==> src/logic/exe_pkg.sv <==
`default_nettype none

package exe_pkg;

    typedef logic [31:0] word_t;
    typedef logic [4:0]  reg_addr_t;
    typedef logic [15:0] half_t;

    // unit an instruction is steered to
    typedef enum logic [1:0] {
        KIND_ALU,
        KIND_MUL,
        KIND_BRANCH
    } op_kind_t;

    typedef enum logic [3:0] {
        ALU_ADD,
        ALU_SUB,
        ALU_SLT,
        ALU_SLTU,
        ALU_AND,
        ALU_OR,
        ALU_NOR,
        ALU_XOR,
        ALU_SLL,
        ALU_SRL,
        ALU_SRA,
        ALU_PASS_IMM
    } alu_op_t;

    typedef enum logic [3:0] {
        BR_JIRL,
        BR_B,
        BR_BL,
        BR_BEQ,
        BR_BNE,
        BR_BLT,
        BR_BGE,
        BR_BLTU,
        BR_BGEU
    } br_cond_t;

    // which 32 bits of the 64-bit product to return
    typedef enum logic [1:0] {
        MUL_LO,
        MUL_HI_S,
        MUL_HI_U
    } mul_sel_t;

    localparam word_t INST_BYTES = 32'd4;
    localparam int    SHAMT_W    = 5;

endpackage

`default_nettype wire

==> src/logic/mul_stage1.sv <==
`default_nettype none

module mul_stage1 import exe_pkg::*; (
    input  wire mul_sel_t sel,
    input  wire word_t    pp_hh,
    input  wire word_t    pp_hl,
    input  wire word_t    pp_lh,
    input  wire word_t    pp_ll,
    input  wire word_t    adjust,
    output word_t         result
);

    logic [63:0] product;
    logic [63:0] mid_terms;
    word_t       hi_word;

    // cross terms sit one half up
    assign mid_terms = ({32'b0, pp_hl} << $bits(half_t))
                     + ({32'b0, pp_lh} << $bits(half_t));

    assign product = {pp_hh, pp_ll} + mid_terms;

    // adjust is zero unless signed high
    assign hi_word = product[63:32] - adjust;

    assign result = (sel == MUL_LO) ? product[31:0] : hi_word;

endmodule

`default_nettype wire

==> config.mk <==
export PLATFORM = sky130hd
export DESIGN_NAME = mul_stage1
export DESIGN_NICKNAME = d
export VERILOG_FILES = /design/src/logic/exe_pkg.sv /design/src/logic/mul_stage1.sv
export SDC_FILE = /design/constraint.sdc
export NUM_CORES = 1
export LEC_CHECK = 0
export ABC_AREA = 1
export BUFFER_PORTS_ARGS = -buffer_cell sky130_fd_sc_hd__buf_2
export CAP_MARGIN = 20
export CELL_PAD_IN_SITES_DETAIL_PLACEMENT = 1
export CELL_PAD_IN_SITES_GLOBAL_PLACEMENT = 1
export CORE_MARGIN = 2
export CORE_UTILIZATION = 25
export DETAILED_ROUTE_END_ITERATION = 6
export PLACE_DENSITY = 0.71
export SLEW_MARGIN = 20
export SYNTH_ARGS = -nofsm -noshare
export SYNTH_HDL_FRONTEND = slang
export SYNTH_SLANG_ARGS = --single-unit
==> constraint.sdc <==
create_clock -name vclk -period 7.1
set_input_delay 1.42 -clock vclk [all_inputs]
set_output_delay 1.42 -clock vclk [all_outputs]
set_load 0.05 [all_outputs]
==> out/summary.txt <==
Core area - 22600 µm²
Initial antenna violation count - 0
Largest net degree at the start of global routing - 36
Setup CP Type - in2out
Synth cell types - 39
GR Util All Layers - 0.195
N_diodes - 0
GP Congestion - 0.883
PD cells - 259 nW/µm²
Leak - 4.22 nW
Via density - 4.77
Max-Cap Viols - 0
Synth top area cells - nand2_1 (16%), ha_1 (14%), fa_1 (12%)
Post-synthesis mux area share - 0
Seq_cells - 0
Critical path's largest stage delay - 0.54 ns
Initial Utilization - 0.254
Critical Path Sink Type - output pin
DP Area - 7670 µm²
Sequential Area - 0 µm²
Dpl cells - 1542
Fin crit period - 6.88 ns
Post-layout instance count excluding filler cells - 1549
Largest family of logic cells by synthesized area - simple AND/OR/NAND/NOR gates
Final Max Tran Viols - 0
Vias in the first global route - 7742
ANT nets after route - 0
Most frequent CP cell - nand2_1
Synth area leader - nand2_1
# port buffers - 194
Max Clock Freq - 145 MHz
Max-Slew Margin vs Limit - 0.308
Synth Net Count - 1243
Post-route cell area - 8050 µm²
Worst Path Buf+Inv - 6
Total power draw - 0.00208 W
Register area share after synthesis - 0
# DRC - 0
Top cell type's share of synthesized area - 0.160
Worst slew pin tran - 1.03 ns
Critical Path RT - 5.68 ns
Final Hold Viols - 0
Outcome - finished clean
Count leader, synth - nand2_1
Fill cells - 3037
Final #Nets - 1525
Area of the multi-input gates - 5360 µm²
CP max stage cell - fa_1
Final setup vio count - 0
Post-synthesis adder-cell area fraction - 0.256
Routed wire length - 24.4 mm
Final period util - 0.969
Die ar. - 24100 µm²
Die width - 155 µm
Avg Inst Size Synth - 5.82 µm²
Initial DRT Pass Iterations - 5
Hold buffers post-CTS - 0
Delay-heaviest family, CP - adder cells
First-pass GRT wire length - 38.1 mm
HPWL after detailed placement - 22.4 mm
Area delta synth->final - 40.5%
Unrepaired setup endpoints after global routing - true
Synth warnings - 0
Core Rows - 55
Synth Cell Area - 5730 µm²
Clkbuf count - 0
Share of layout cells above drive strength 1 - 0.328
Setup TNS - 0 ns
Syn Inst Count - 984
Compound-Gate Fraction of Synth Area - 0.199
CP Max Fanout - 4
Tightest hold margin - 3.24 ns
Post-Synth XOR/XNOR Area - 0.0673
Synth Area in Simple Gates - 0.366
Worst min-delay path class - in2out
Arrival @ worst endpoint - 5.46 ns
Via count - 7386
Post-synth top cells - nand2_1 (244), inv_1 (155), nor2_1 (105), a21oi_1 (77), ha_1 (63)
Critical Path Source Type - input pin
Post-DR wirelength/cell - 15.8 µm
Peak supply drop - 0.164 mV
Initial drt markers - 264
Gr ovfl total - 0
Num ports - 194
Die extent in y - 155 µm
## kinds of logic (layout without fill, tap and decap cells)
logic type / count (synthesis) / after routing
AO/OA/AOI/OAI: 192 / 192
AND/OR/NAND/NOR: 481 / 481
XOR/XNOR: 44 / 44
adder cells (fa/ha/maj): 97 / 97
buffers and inverters: 170 / 450
## routing by layer
metal  up-vias  share of wire  global-route usage
li1       3736              -                   -
met1      3498           0.45               0.254
met2       146           0.51               0.373
met3         6          0.033             0.00418
met4         0         0.0069              0.0153
met5         -              0                   0
## cells in the final DEF (no fill, tap or decap), types with 13 or more instances in the layout
cell type / count
nand2_1: 239
buf_2: 180
inv_1: 154
buf_4: 100
nor2_1: 96
a21oi_1: 58
ha_1: 56
nand3_1: 52
o21ai_0: 39
fa_1: 32
a21oi_2: 27
nand2_2: 23
xor2_1: 21
nor2_2: 18
xnor2_1: 18
nor3_1: 15
o21bai_1: 15
nand4_1: 13
## cell type report
type | count | area share
timing repair buffer | 286 | 0.213
multi-input combinational | 814 | 0.667
inverter | 164 | 0.0765
tap | 285 | 0.0443
## through the flow
| step | setup slack [ns] | utilization |
|---|---|---|
| 6_report | 0.221 | 0.357 |
| 3_5_place_dp | -0.194 | 0.340 |
| 5_1_grt | -0.0562 | 0.357 |
| 3_3_place_gp | -0.177 | 0.340 |
| 2_1_floorplan | 0.125 | - |
| 4_1_cts | 0.00738 | 0.341 |
## worst paths after layout
| kind | startpoint | endpoint | slack (ns) | depth (start not counted) |
|---|---|---|---|---|
| min | pp_ll[14] | result[14] | 3.24 | 4 |
| max | pp_hl[1] | result[28] | 0.22 | 25 |
## what timing repair did
action	CTS	global route
endpoints found under the setup margin	5	23
pin swaps	5	24
resized for setup	5	103
buffers inserted	1	6
## report_power, final
part | leakage, nW | internal (W) | total (W) | switching, W
sequential | 0 | 0 | 0 | 0
clock | 0 | 0 | 0 | 0
combinational | 4.22 | 0.000723 | 0.00208 | 0.00136
total | 4.22 | 0.000723 | 0.00208 | 0.00136
Note: power is estimated with default switching activity, not from simulation.
