File: src/logic/exe_pkg.sv
`default_nettype none

package exe_pkg;

    typedef logic [31:0] word_t;
    typedef logic [4:0]  reg_addr_t;
    typedef logic [15:0] half_t;

    // unit an instruction is steered to
    typedef enum logic [1:0] {
        KIND_ALU,
        KIND_MUL,
        KIND_BRANCH
    } op_kind_t;

    typedef enum logic [3:0] {
        ALU_ADD,
        ALU_SUB,
        ALU_SLT,
        ALU_SLTU,
        ALU_AND,
        ALU_OR,
        ALU_NOR,
        ALU_XOR,
        ALU_SLL,
        ALU_SRL,
        ALU_SRA,
        ALU_PASS_IMM
    } alu_op_t;

    typedef enum logic [3:0] {
        BR_JIRL,
        BR_B,
        BR_BL,
        BR_BEQ,
        BR_BNE,
        BR_BLT,
        BR_BGE,
        BR_BLTU,
        BR_BGEU
    } br_cond_t;

    // which 32 bits of the 64-bit product to return
    typedef enum logic [1:0] {
        MUL_LO,
        MUL_HI_S,
        MUL_HI_U
    } mul_sel_t;

    localparam word_t INST_BYTES = 32'd4;
    localparam int    SHAMT_W    = 5;

endpackage

`default_nettype wire

File: src/logic/mul_stage0.sv
`default_nettype none

module mul_stage0 import exe_pkg::*; (
    input  wire mul_sel_t sel,
    input  wire word_t    a,
    input  wire word_t    b,
    output word_t         pp_hh,
    output word_t         pp_hl,
    output word_t         pp_lh,
    output word_t         pp_ll,
    output word_t         adjust
);

    half_t a_hi;
    half_t a_lo;
    half_t b_hi;
    half_t b_lo;
    word_t adj_a;
    word_t adj_b;

    assign a_hi = a[31:16];
    assign a_lo = a[15:0];
    assign b_hi = b[31:16];
    assign b_lo = b[15:0];

    // unsigned 16x16 partial products
    assign pp_hh = a_hi * b_hi;
    assign pp_hl = a_hi * b_lo;
    assign pp_lh = a_lo * b_hi;
    assign pp_ll = a_lo * b_lo;

    // a negative operand weighs 2^32 too much in the unsigned product,
    // so the high word loses the other operand once per negative input
    assign adj_a = a[31] ? b : '0;
    assign adj_b = b[31] ? a : '0;

    assign adjust = (sel == MUL_HI_S) ? (adj_a + adj_b) : '0;

endmodule

`default_nettype wire

File: config.mk
export PLATFORM = sky130hd
export DESIGN_NAME = mul_stage0
export DESIGN_NICKNAME = d
export VERILOG_FILES = /design/src/logic/exe_pkg.sv /design/src/logic/mul_stage0.sv
export SDC_FILE = /design/constraint.sdc
export NUM_CORES = 2
export LEC_CHECK = 0
export ABC_AREA = 1
export BUFFER_PORTS_ARGS = -buffer_cell sky130_fd_sc_hd__buf_2
export CAP_MARGIN = 20
export CELL_PAD_IN_SITES_DETAIL_PLACEMENT = 1
export CELL_PAD_IN_SITES_GLOBAL_PLACEMENT = 1
export CORE_ASPECT_RATIO = 0.5
export CORE_MARGIN = 2
export CORE_UTILIZATION = 28
export DETAILED_ROUTE_END_ITERATION = 7
export PLACE_DENSITY = 0.62
export SLEW_MARGIN = 20
export SYNTH_ARGS = -nofsm -noshare
export SYNTH_HDL_FRONTEND = slang
export SYNTH_SLANG_ARGS = --single-unit
File: constraint.sdc
create_clock -name vclk -period 7.1
set_input_delay 1.065 -clock vclk [all_inputs]
set_output_delay 1.065 -clock vclk [all_outputs]
set_load 0.03 [all_outputs]
==> results.txt <==
Number of global-route vias before repair - 39340
CTS Hold Bufs - 0
Mapped Cells - 5563
Ports - 226
HP Class - input pin to output port
Fin Setup TNS - -2.834 ns
Met3 wire len - 4827 um
Drc violations - 0
MaxCap Viol Count - 0
Min Hold Slack - 2.559 ns
Syn_nets - 6852
Top post-synthesis cells by area - fa_1 40%, nand2_1 16%, inv_1 16%, ha_1 14%, a21oi_1 2.0%
Post-Route WL - 145200 um
Die Y-Extent - 267.0 um
Layout cells sized above 1 - 28.55%
Fmax - 137.3 MHz
Routed metal-1 wirelength - 65130 um
Minimum clock period - 7.282 ns
Finished Layout Cells - 8152
Synth Area per Inst - 6.965 um2
Wire length on met2 - 71960 um
Yosys cell types - 36
First-pass GRT wire length - 219700 um
Kind of critical path - input pin to output port
Detailed Route Iter0 Violations - 1632
GP Congestion - 0.8703
Setup violators final - 48
CP Launch Type - input pin
Slowest stage cell, crit path - fa_1
Routed len/inst - 17.81 um
Reg area - 0 um2
Clkbuf count - 0
Vias per cell - 4.471
Ant diodes - 0
Largest stage delay, worst path - 0.55 ns
Die X - 530.1 um
CP Data Arrival Time - 6.22 ns
Top sig layer - met4
CP delay by family, top - adder cells
Max transition margin - 42.66%
Crit-path max FO - 5
Net count reported at finish - 7581
Overall routing resource usage - 19.71%
Number of cells after detailed placement - 8012
Register area share after synthesis - 0%
Failing checks - setup timing
CP bufs+invs - 12
Remaining global-route overflow - 0
Largest net degree at the start of global routing - 29
Num sequential - 0
Critical Path Sink Type - output port
Pins Over Slew Limit - 0
Tcrit/Tclk final - 102.6%
Worst-margin pin slew - 0.8601 ns
Antenna viol nets, final - 0
Final setup margin - -0.1821 ns
PortBufs - 226
CP Data Required Time - 6.03 ns
Hold Violations, Final - 0
Initial antenna violation count - 5
Leading area contributor after synthesis - fa_1
Unrepaired setup endpoints after global routing - true
Cell Area, Synth - 38750 um2
Outcome - finished, violations left
Area Growth Syn to Fin - 37.68%
Post-DP HPWL - 117900 um
Synth top area share - 40.14%
YS warnings - 0
Die Area - 141600 um2
Core area - 137300 um2
TritonRoute pass-1 iters - 5
# rows - 96
DR vias - 36450
Starting Density - 28.22%
[timing repair]
action                                  in CTS  in global routing
hold endpoints to repair                     0                  0
pin swaps                                  149                464
cloned                                       9                 10
endpoints found under the setup margin      88                 90
buffers inserted                            43                 81
gates resized for setup                    621                918
[synth_stat cells, types with 6 or more instances]
master and count:
ha_1 446, inv_2 12, nor2_1 201, o21a_1 15, nand2_1 1673, a21oi_1 157, nor3_1 18, o21ai_0 66
a21o_1 6, o21bai_1 16, fa_1 777, inv_1 1671, clkbuf_1 193, xnor2_1 17, nand3_1 133, o21ai_1 7
nand2_2 19, nor2_2 11, nand4_1 24, xor2_1 57
[placed cells by master, fill, tap and decap left out, types with 10 or more instances in the layout]
cell type,instances
o21ai_2,15
buf_8,28
nor2_1,124
ha_1,374
xor2_1,44
fa_2,55
fa_1,722
buf_4,536
nand2_4,73
o21a_1,11
nand2_2,196
clkbuf_16,10
a21oi_4,28
a21oi_1,80
nor2_4,48
o21ai_1,14
buf_6,158
inv_2,164
xor2_2,11
nand3_2,38
buf_2,81
nand3_1,89
o21ai_0,35
nor2_2,44
xnor2_1,15
nor3_4,12
ha_4,66
nand3_4,11
nand4_1,24
buf_16,10
inv_1,1514
buf_12,93
a21oi_2,54
nand2_1,1415
[path summary, 6_finish.rpt]
path              startpoint        end  slack (ns)  cells after the start
hold / removal         a[16]   pp_hh[0]        2.56                      4
setup / recovery       b[24]  pp_hh[18]       -0.18                     25
[cell type report]
cell class	instances	area, um2
Fill cell	16750	83940
Multi-Input combinational cell	3683	35570
Timing Repair Buffer	921	9104
Inverter	1686	6342
Tap cell	1862	2330
[layer usage]
layer | vias up | global-route usage (%)
met4 | 0 | 3.945
met1 | 18450 | 26.43
li1 | 17310 | -
met5 | - | 0
met2 | 550 | 34.67
met3 | 136 | 1.551
[cells by family after synthesis]
family | after synthesis | synth area share [%]
AO/OA/AOI/OAI | 283 | 4.030
XOR/XNOR | 74 | 1.673
adder cells (fa/ha/maj) | 1223 | 54.55
buffers and inverters | 1880 | 18.22
AND/OR/NAND/NOR | 2103 | 21.54
[through the flow]
step	setup slack [ns]	area (um2)	utilization [%]
floorplan	0.001806	38750	-
global placement	-0.5525	46270	33.70
detailed placement	-0.5398	46270	33.70
CTS	-0.1166	49290	35.90
global route	-0.3139	53350	38.86
finish	-0.1821	53350	38.86
Power is not shown: default switching activity piles up to over one toggle a cycle in this logic, so the estimate is an artifact.
