### src/logic/exe_pkg.sv
`default_nettype none

package exe_pkg;

    typedef logic [31:0] word_t;
    typedef logic [4:0]  reg_addr_t;
    typedef logic [15:0] half_t;

    // unit an instruction is steered to
    typedef enum logic [1:0] {
        KIND_ALU,
        KIND_MUL,
        KIND_BRANCH
    } op_kind_t;

    typedef enum logic [3:0] {
        ALU_ADD,
        ALU_SUB,
        ALU_SLT,
        ALU_SLTU,
        ALU_AND,
        ALU_OR,
        ALU_NOR,
        ALU_XOR,
        ALU_SLL,
        ALU_SRL,
        ALU_SRA,
        ALU_PASS_IMM
    } alu_op_t;

    typedef enum logic [3:0] {
        BR_JIRL,
        BR_B,
        BR_BL,
        BR_BEQ,
        BR_BNE,
        BR_BLT,
        BR_BGE,
        BR_BLTU,
        BR_BGEU
    } br_cond_t;

    // which 32 bits of the 64-bit product to return
    typedef enum logic [1:0] {
        MUL_LO,
        MUL_HI_S,
        MUL_HI_U
    } mul_sel_t;

    localparam word_t INST_BYTES = 32'd4;
    localparam int    SHAMT_W    = 5;

endpackage

`default_nettype wire

### src/logic/branch_unit.sv
`default_nettype none

module branch_unit import exe_pkg::*; (
    input  wire logic     en,
    input  wire br_cond_t cond,
    input  wire word_t    pc,
    input  wire word_t    pc_next,
    input  wire word_t    sr0,
    input  wire word_t    sr1,
    input  wire word_t    imm,
    output logic          taken,
    output logic          mispredict,
    output logic          link_write,
    output word_t         target,
    output word_t         correct_pc,
    output word_t         link_data
);

    logic cond_true;

    // jirl is register relative, everything else pc relative
    assign target = ((cond == BR_JIRL) ? sr0 : pc) + imm;

    always_comb begin
        case (cond)
            BR_JIRL, BR_B, BR_BL: cond_true = 1'b1;
            BR_BEQ:  cond_true = (sr0 == sr1);
            BR_BNE:  cond_true = (sr0 != sr1);
            BR_BLT:  cond_true = ($signed(sr0) < $signed(sr1));
            BR_BGE:  cond_true = ($signed(sr0) >= $signed(sr1));
            BR_BLTU: cond_true = (sr0 < sr1);
            BR_BGEU: cond_true = (sr0 >= sr1);
            default: cond_true = 1'b0;
        endcase
    end

    assign taken      = en && cond_true;
    assign link_data  = pc + INST_BYTES;
    assign correct_pc = cond_true ? target : link_data;

    // predictor guessed a different next pc
    assign mispredict = en && (correct_pc != pc_next);

    assign link_write = en && ((cond == BR_BL) || (cond == BR_JIRL));

endmodule

`default_nettype wire

### config.mk
export PLATFORM = sky130hd
export DESIGN_NAME = branch_unit
export DESIGN_NICKNAME = d
export VERILOG_FILES = /design/src/logic/exe_pkg.sv /design/src/logic/branch_unit.sv
export SDC_FILE = /design/constraint.sdc
export NUM_CORES = 1
export LEC_CHECK = 0
export BUFFER_PORTS_ARGS = -buffer_cell sky130_fd_sc_hd__buf_2
export CAP_MARGIN = 10
export CORE_MARGIN = 8
export CORE_UTILIZATION = 47
export DETAILED_ROUTE_END_ITERATION = 8
export PLACE_DENSITY = 0.91
export SETUP_SLACK_MARGIN = 0.4
export SLEW_MARGIN = 15
export SYNTH_ARGS = -nofsm -noshare
export SYNTH_HDL_FRONTEND = slang
export SYNTH_SLANG_ARGS = --single-unit
### constraint.sdc
create_clock -name vclk -period 7.26
set_input_delay 0.726 -clock vclk [all_inputs]
set_output_delay 0.726 -clock vclk [all_outputs]
set_load 0.05 [all_outputs]
==> results_dict.tcl <==
set metrics [dict create \
    run_status "complete, no violations" \
    final-seq-area_um2 0 \
    first_global_vias 6005 \
    seq_area_frac_synth 0 \
    instances_no_fill 1073 \
    cp_data_arrival_time_ps 5660 \
    ioPinCount 264 \
    fmax_mhz 157 \
    dieArea_um2 13400 \
    fill_cells 960 \
    layout_commonest_cell "buf_2" \
    worstMarginPinSlew_ps 1050 \
    dp_cells 1070 \
    grt_start_max_net_pins 48 \
    syn-num-nets 918 \
    cts_resized 0 \
    drv_slew 0 \
    yosys_warnings 0 \
    worstSetupPathType "in2out" \
    vias_per_cell 5.78 \
    drtPass1Iterations 5 \
    start_util 0.482 \
    cp-start-kind "input pin" \
    vdd_drop_max_mv 0.122 \
    dpl.hpwl_mm 18.3 \
    most-common-layout-cells "buf_2, inv_1, nand2_1" \
    grt_first_pass_wirelength_mm 31.1 \
    grt-ovfl-total 0 \
    setup_viol 0 \
    min_path_cells 2 \
    hold_violations 0 \
    final_nets 1169 \
    period_needed_ps 6380 \
    multi_input_area_um2 4270 \
    finalCritPeriodShare 0.879 \
    setup.worst_path.end_class "primary output" \
    slew_headroom 0.282 \
    hold_class "in2out" \
    worstPathMaxFanout 36 \
    synthesis.area_um2 4660 \
    hold_slack_ps 1780 \
    die_x_um 116 \
    drive_above_1_share 0.342 \
    synth_area_per_cell_um2 6.78 \
    die_h_um 116 \
    via_count 6205 \
    nClkBuffers 0 \
    drtIter0Drc 514 \
    place.gp.congestion 0.994 \
    synthCells 688 \
    drc 0 \
    core_area_um2 9680 \
    wl_per_cell_um 19.6 \
    routed_wl_mm 21.0 \
    ant_nets 0 \
    required_ps 6530 \
    leakagePower_nw 3.21 \
    antenna_found_initial 2 \
    track_usage 0.292 \
    worstHoldStart "pc[1]" \
    cap_violations 0 \
    powerDensity_nw_per_um2 152 \
    worstHoldEndpoint "link_data[1]" \
    port_buffers 264 \
    postCtsSetupBuffers 0 \
    rsz0062_at_grt "false" \
    hold_buffers 0 \
    yosysUniqueCellTypes 72 \
    setup_tns_ps 0 \
    seq_cell_count 0 \
    placementRows 36 \
    area.growth.synth_to_final_pct 31.2 \
]
## area by class of cell
class / count / share of cell area
Tap cell: 133 / 0.0272
Multi-Input combinational cell: 579 / 0.697
Antenna cell: 3 / 0.00123
Inverter: 92 / 0.0564
Timing Repair Buffer: 266 / 0.218
## critical path: stages
cell	delay (ps)
buf_2	140
nor4_4	260
buf_4	460
mux2_2	390
ha_1	340
a21oi_1	260
o211ai_1	150
a221oi_1	420
a31oi_1	260
o31ai_1	330
a211oi_1	180
nor4_1	300
o21bai_1	120
xnor2_1	310
xor2_1	120
a2111oi_0	540
a21boi_2	100
buf_2	230
## how the worst max path moves through the flow
stage | start | endpoint | slack, ps | cells past startpoint
6_report | cond[1] | mispredict | 880 | 18
5_1_grt | cond[1] | mispredict | 620 | 18
4_1_cts | cond[1] | mispredict | 980 | 18
3_5_place_dp | cond[1] | mispredict | 1000 | 18
3_3_place_gp | cond[1] | mispredict | 1030 | 18
2_1_floorplan | cond[3] | mispredict | 490 | 17
## layer usage
metal | vias up | routed length (um) | global-route usage
li1 | 2974 | - | -
met1 | 2852 | 8510 | 0.355
met5 | - | 0 | 0
met2 | 339 | 9820 | 0.504
met4 | 0 | 622 | 0.0908
met3 | 40 | 2050 | 0.0573
## cells by family (layout without fill, tap and decap cells)
family                   count (synthesis)  after routing  synth area share
AO/OA/AOI/OAI                          181            181             0.252
buffers and inverters                  109            358            0.0917
multiplexers                            38             38            0.0909
AND/OR/NAND/NOR                        215            215             0.236
other                                    0              3                 0
XOR/XNOR                                80             80             0.153
adder cells (fa/ha/maj)                 65             65             0.176
## cell usage after synthesis (7+ instances only)
master    instances  area share
a21o_1            9       0.014
a21oi_1          52       0.056
and2_1            7      0.0094
and3_1           11       0.015
clkbuf_1         10      0.0080
ha_1             64        0.17
inv_1            92       0.074
mux2_2           31       0.075
nand2_1          78       0.063
nand3_1          18       0.019
nand4_1          12       0.016
nor2_1           40       0.032
nor3_1           12       0.013
o211ai_1          8       0.013
o21ai_0          44       0.047
xnor2_1          49       0.092
xor2_1           30       0.056
## stage by stage
stage               power [W]  setup WS (ps)  area (um2)   util
floorplan            0.000665            490        4690      -
global placement     0.000912           1030        6110  0.631
detailed placement   0.000917           1000        6110  0.631
CTS                  0.000921            977        6110  0.631
global route         0.000982            625        6120  0.632
finish               0.000929            878        6120  0.632
## where the power goes
part           switching, W      internal, W
registers                 0                0
logic              0.000668         0.000261
clock network             0  0.0000000000553
Power figures use the tool's default switching activity.
