===== config.mk =====
export PLATFORM = sky130hd
export DESIGN_NAME = alu
export DESIGN_NICKNAME = d
export VERILOG_FILES = /design/src/logic/exe_pkg.sv /design/src/logic/alu.sv
export SDC_FILE = /design/constraint.sdc
export NUM_CORES = 1
export LEC_CHECK = 0
export ABC_AREA = 1
export BUFFER_PORTS_ARGS = -buffer_cell sky130_fd_sc_hd__buf_2
export CORE_AREA = 5 5 146 148
export DETAILED_ROUTE_END_ITERATION = 16
export DIE_AREA = 0 0 151 153
export PLACE_DENSITY_LB_ADDON = 0.25
export SETUP_SLACK_MARGIN = 0.2
export SYNTH_ARGS = -nofsm -noshare
export SYNTH_HDL_FRONTEND = slang
export SYNTH_SLANG_ARGS = --single-unit

===== constraint.sdc =====
create_clock -name vclk -period 3.55
set_input_delay 0.5325 -clock vclk [all_inputs]
set_output_delay 0.5325 -clock vclk [all_outputs]
set_load 0.1 [all_outputs]

===== src/logic/exe_pkg.sv =====
`default_nettype none

package exe_pkg;

    typedef logic [31:0] word_t;
    typedef logic [4:0]  reg_addr_t;
    typedef logic [15:0] half_t;

    // unit an instruction is steered to
    typedef enum logic [1:0] {
        KIND_ALU,
        KIND_MUL,
        KIND_BRANCH
    } op_kind_t;

    typedef enum logic [3:0] {
        ALU_ADD,
        ALU_SUB,
        ALU_SLT,
        ALU_SLTU,
        ALU_AND,
        ALU_OR,
        ALU_NOR,
        ALU_XOR,
        ALU_SLL,
        ALU_SRL,
        ALU_SRA,
        ALU_PASS_IMM
    } alu_op_t;

    typedef enum logic [3:0] {
        BR_JIRL,
        BR_B,
        BR_BL,
        BR_BEQ,
        BR_BNE,
        BR_BLT,
        BR_BGE,
        BR_BLTU,
        BR_BGEU
    } br_cond_t;

    // which 32 bits of the 64-bit product to return
    typedef enum logic [1:0] {
        MUL_LO,
        MUL_HI_S,
        MUL_HI_U
    } mul_sel_t;

    localparam word_t INST_BYTES = 32'd4;
    localparam int    SHAMT_W    = 5;

endpackage

`default_nettype wire


===== src/logic/alu.sv =====
`default_nettype none

module alu import exe_pkg::*; (
    input  wire alu_op_t op,
    input  wire word_t   a,
    input  wire word_t   b,
    output word_t        result
);

    logic [SHAMT_W-1:0] shamt;

    assign shamt = b[SHAMT_W-1:0];

    always_comb begin
        case (op)
            ALU_ADD:      result = a + b;
            ALU_SUB:      result = a - b;
            ALU_SLT:      result = {31'b0, $signed(a) < $signed(b)};
            ALU_SLTU:     result = {31'b0, a < b};
            ALU_AND:      result = a & b;
            ALU_OR:       result = a | b;
            ALU_NOR:      result = ~(a | b);
            ALU_XOR:      result = a ^ b;
            ALU_SLL:      result = a << shamt;
            ALU_SRL:      result = a >> shamt;
            ALU_SRA:      result = word_t'($signed(a) >>> shamt);
            // lui-style ops, the immediate arrives already shifted
            ALU_PASS_IMM: result = b;
            default:      result = '0;
        endcase
    end

endmodule

`default_nettype wire


==> impl_metrics.ini <==
[power]
peakVddDrop_mv = 0.190
p_sw_mw = 1.63
intPower_mw = 0.717
p_leak_nw = 7.19
sequentialPowerShare = 0
swShare = 0.695
power_density_mw_per_mm2 = 190
power_frac_comb = 1.000
clockPowerShare = 0

[logic_synthesis]
synth_top_area_share = 0.304
synth.most_common_cell = nand2_1
syn-num-nets = 2421
synth_common_cells = nand2_1 (860), nand3_1 (378), inv_1 (316)
syn_area_mm2 = 0.0106
ys_warn_count = 0
synth_area_leader_cell = nand2_1
netlist_instances = 2252
synth_seq_area_share = 0
synth.avg_cell_area_um2 = 4.72
yosys-top-cells-area = nand2_1 (30%), nand3_1 (18%), ha_1 (12%)
synth.distinct_cells = 40

[floorplan]
row_count = 52
die_x_um = 151
floorplan.initialDensity = 0.534
pin_count = 100
dieArea_mm2 = 0.0231
coreArea_mm2 = 0.0199
dieHeight_um = 153

[worst_setup_path]
cpMostUsedCell = nand2_1
critPathLaunchType = primary input
crit_family = simple AND/OR/NAND/NOR gates
worst-setup-path-type = primary input to output port
path_cells = buf_2, inv_1, ha_2, nand2_1, nor2_1, and2_1, nand2_1, nand2_2, nand2_1, nand2_1, o21ai_0, nor2_1, nand2_1, buf_12
arrival_ns = 2.75
worstPathRequired_ns = 3.02
slowest_stage = ha_2
crit_path_end_kind = output port
critical_path.max_stage_delay_ns = 0.42
cp_max_fo = 9
cp_num_buf_inv = 3

[sta]
maxSlewHeadroom = 0.490
final_hold_viol_count = 0
fin_crit_sh = 0.924
min_period_ns = 3.28
setup_tns_ns = 0
drv_slew = 0
grt_setup_unrepaired = true
worst_slew_pin_slew_ns = 0.763
fmax_mhz = 305
setup_viol = 0

[global_routing]
grt_pass1_wl_um = 76500
grt-ovfl-total = 0
grt_max_degree = 73
antenna_found_initial = 0
track_usage = 0.421
grt_pass1_vias = 13600

[routing]
drc = 0
route.antenna.remaining_nets = 0
drt_iter0_markers = 2471
viasPerCell = 6.03
routed-via-count = 15700
wl_per_cell_um = 19.9
firstDrtPassIters = 8
routed_wirelength_um = 51800

[cells_and_area]
regArea_um2 = 0
antennaDiodeCount = 0
fin_cells = 2606
n_clock_buffer = 0
stdcell_area_mm2 = 0.0124
layout.nets = 2507
syn_to_final_growth_pct = 16.5
multi_input_area_mm2 = 0.00914
design.seq.count = 0
fillCellCount = 2170
drive_above_1_share = 0.110

[placement]
place_hpwl_um = 42400
port_buffers = 100
placed_cells = 2604
placed_cell_area_mm2 = 0.0122
routabilityCongestion = 1.13

[flow_run]
maxCapViolCount = 0

[hold_path]
hold_class = primary input to output port

[clock_network]
cts_hold_buffers = 0

[run_status]
status = completed
[stage by stage]
step | total power, mW | hold slack, ns | worst slack (ns) | utilization
6_report | 2.35 | 1.70 | 0.270 | 0.622
5_1_grt | 2.49 | 1.71 | 0.170 | 0.622
4_1_cts | 2.24 | 1.71 | 0.182 | 0.611
3_5_place_dp | 2.23 | 1.71 | 0.160 | 0.611
3_3_place_gp | 2.21 | 1.70 | 0.161 | 0.611
2_1_floorplan | 1.45 | 1.61 | 0.145 | -
[what timing repair did]
action                     CTS  global route
resized for setup            2            51
cloned                       0             2
pin swaps                    0             3
setup endpoints to repair    2            20
setup buffers                0             0
[final timing paths]
check	start	to	slack [ns]	cells after the start
worst max-delay path	a[10]	result[14]	0.27	14
worst min-delay path	op[3]	result[0]	1.70	5
[worst min-delay path: cells and delay by family]
kind	cells	cell delay, ns
AND/OR/NAND/NOR	3	0.29
buffers and inverters	2	0.34
[power by group through the flow]
stage	logic (mW)	registers (mW)	clock network [mW]
2_1_floorplan	1.45	0	0
3_3_place_gp	2.21	0	0
3_5_place_dp	2.23	0	0
4_1_cts	2.24	0	0
5_1_grt	2.49	0	0
6_report	2.35	0	0
[per-layer routing]
layer  up-vias  routed length (um)  share of wire  track usage
li1       7345                   -              -            -
met1      6882               19800           0.38        0.583
met2      1281               20700           0.40        0.615
met3       195                7280           0.14       0.0640
met4         0                4000          0.077        0.241
met5         -                   0              0            0
[cells in the final DEF, fill, tap and decap left out, types with 3 or more instances in the layout]
master,count
nand2_2,7
nor3_1,27
inv_2,8
nand3_1,362
o22ai_1,20
nand3b_1,4
and2_1,15
inv_1,313
o221ai_1,5
nor2_1,172
nand2_1,854
ha_2,10
nor2_4,6
o211ai_1,19
nor2_2,17
ha_1,87
a21oi_1,71
o21ai_1,9
nand4_1,25
a211oi_1,9
o21ai_0,63
buf_12,34
o21bai_1,9
buf_2,66
nand3_2,15
buf_4,75
clkbuf_4,3
xor2_1,4
[final cells by class]
cell class / count / area share
Multi-Input combinational cell: 1830 / 0.738
Tap cell: 270 / 0.0273
Timing Repair Buffer: 182 / 0.136
Inverter: 324 / 0.0990
[logic make-up after synthesis]
| group | count (synthesis) | synth area share |
|---|---|---|
| adders and majority gates | 101 | 0.120 |
| and+or+nand+nor | 1511 | 0.599 |
| buffers and inverters | 422 | 0.161 |
| AOI/OAI and AO/OA | 214 | 0.116 |
| xor gates and xnor gates | 4 | 0.00330 |
(Power assumes the default switching activity.)
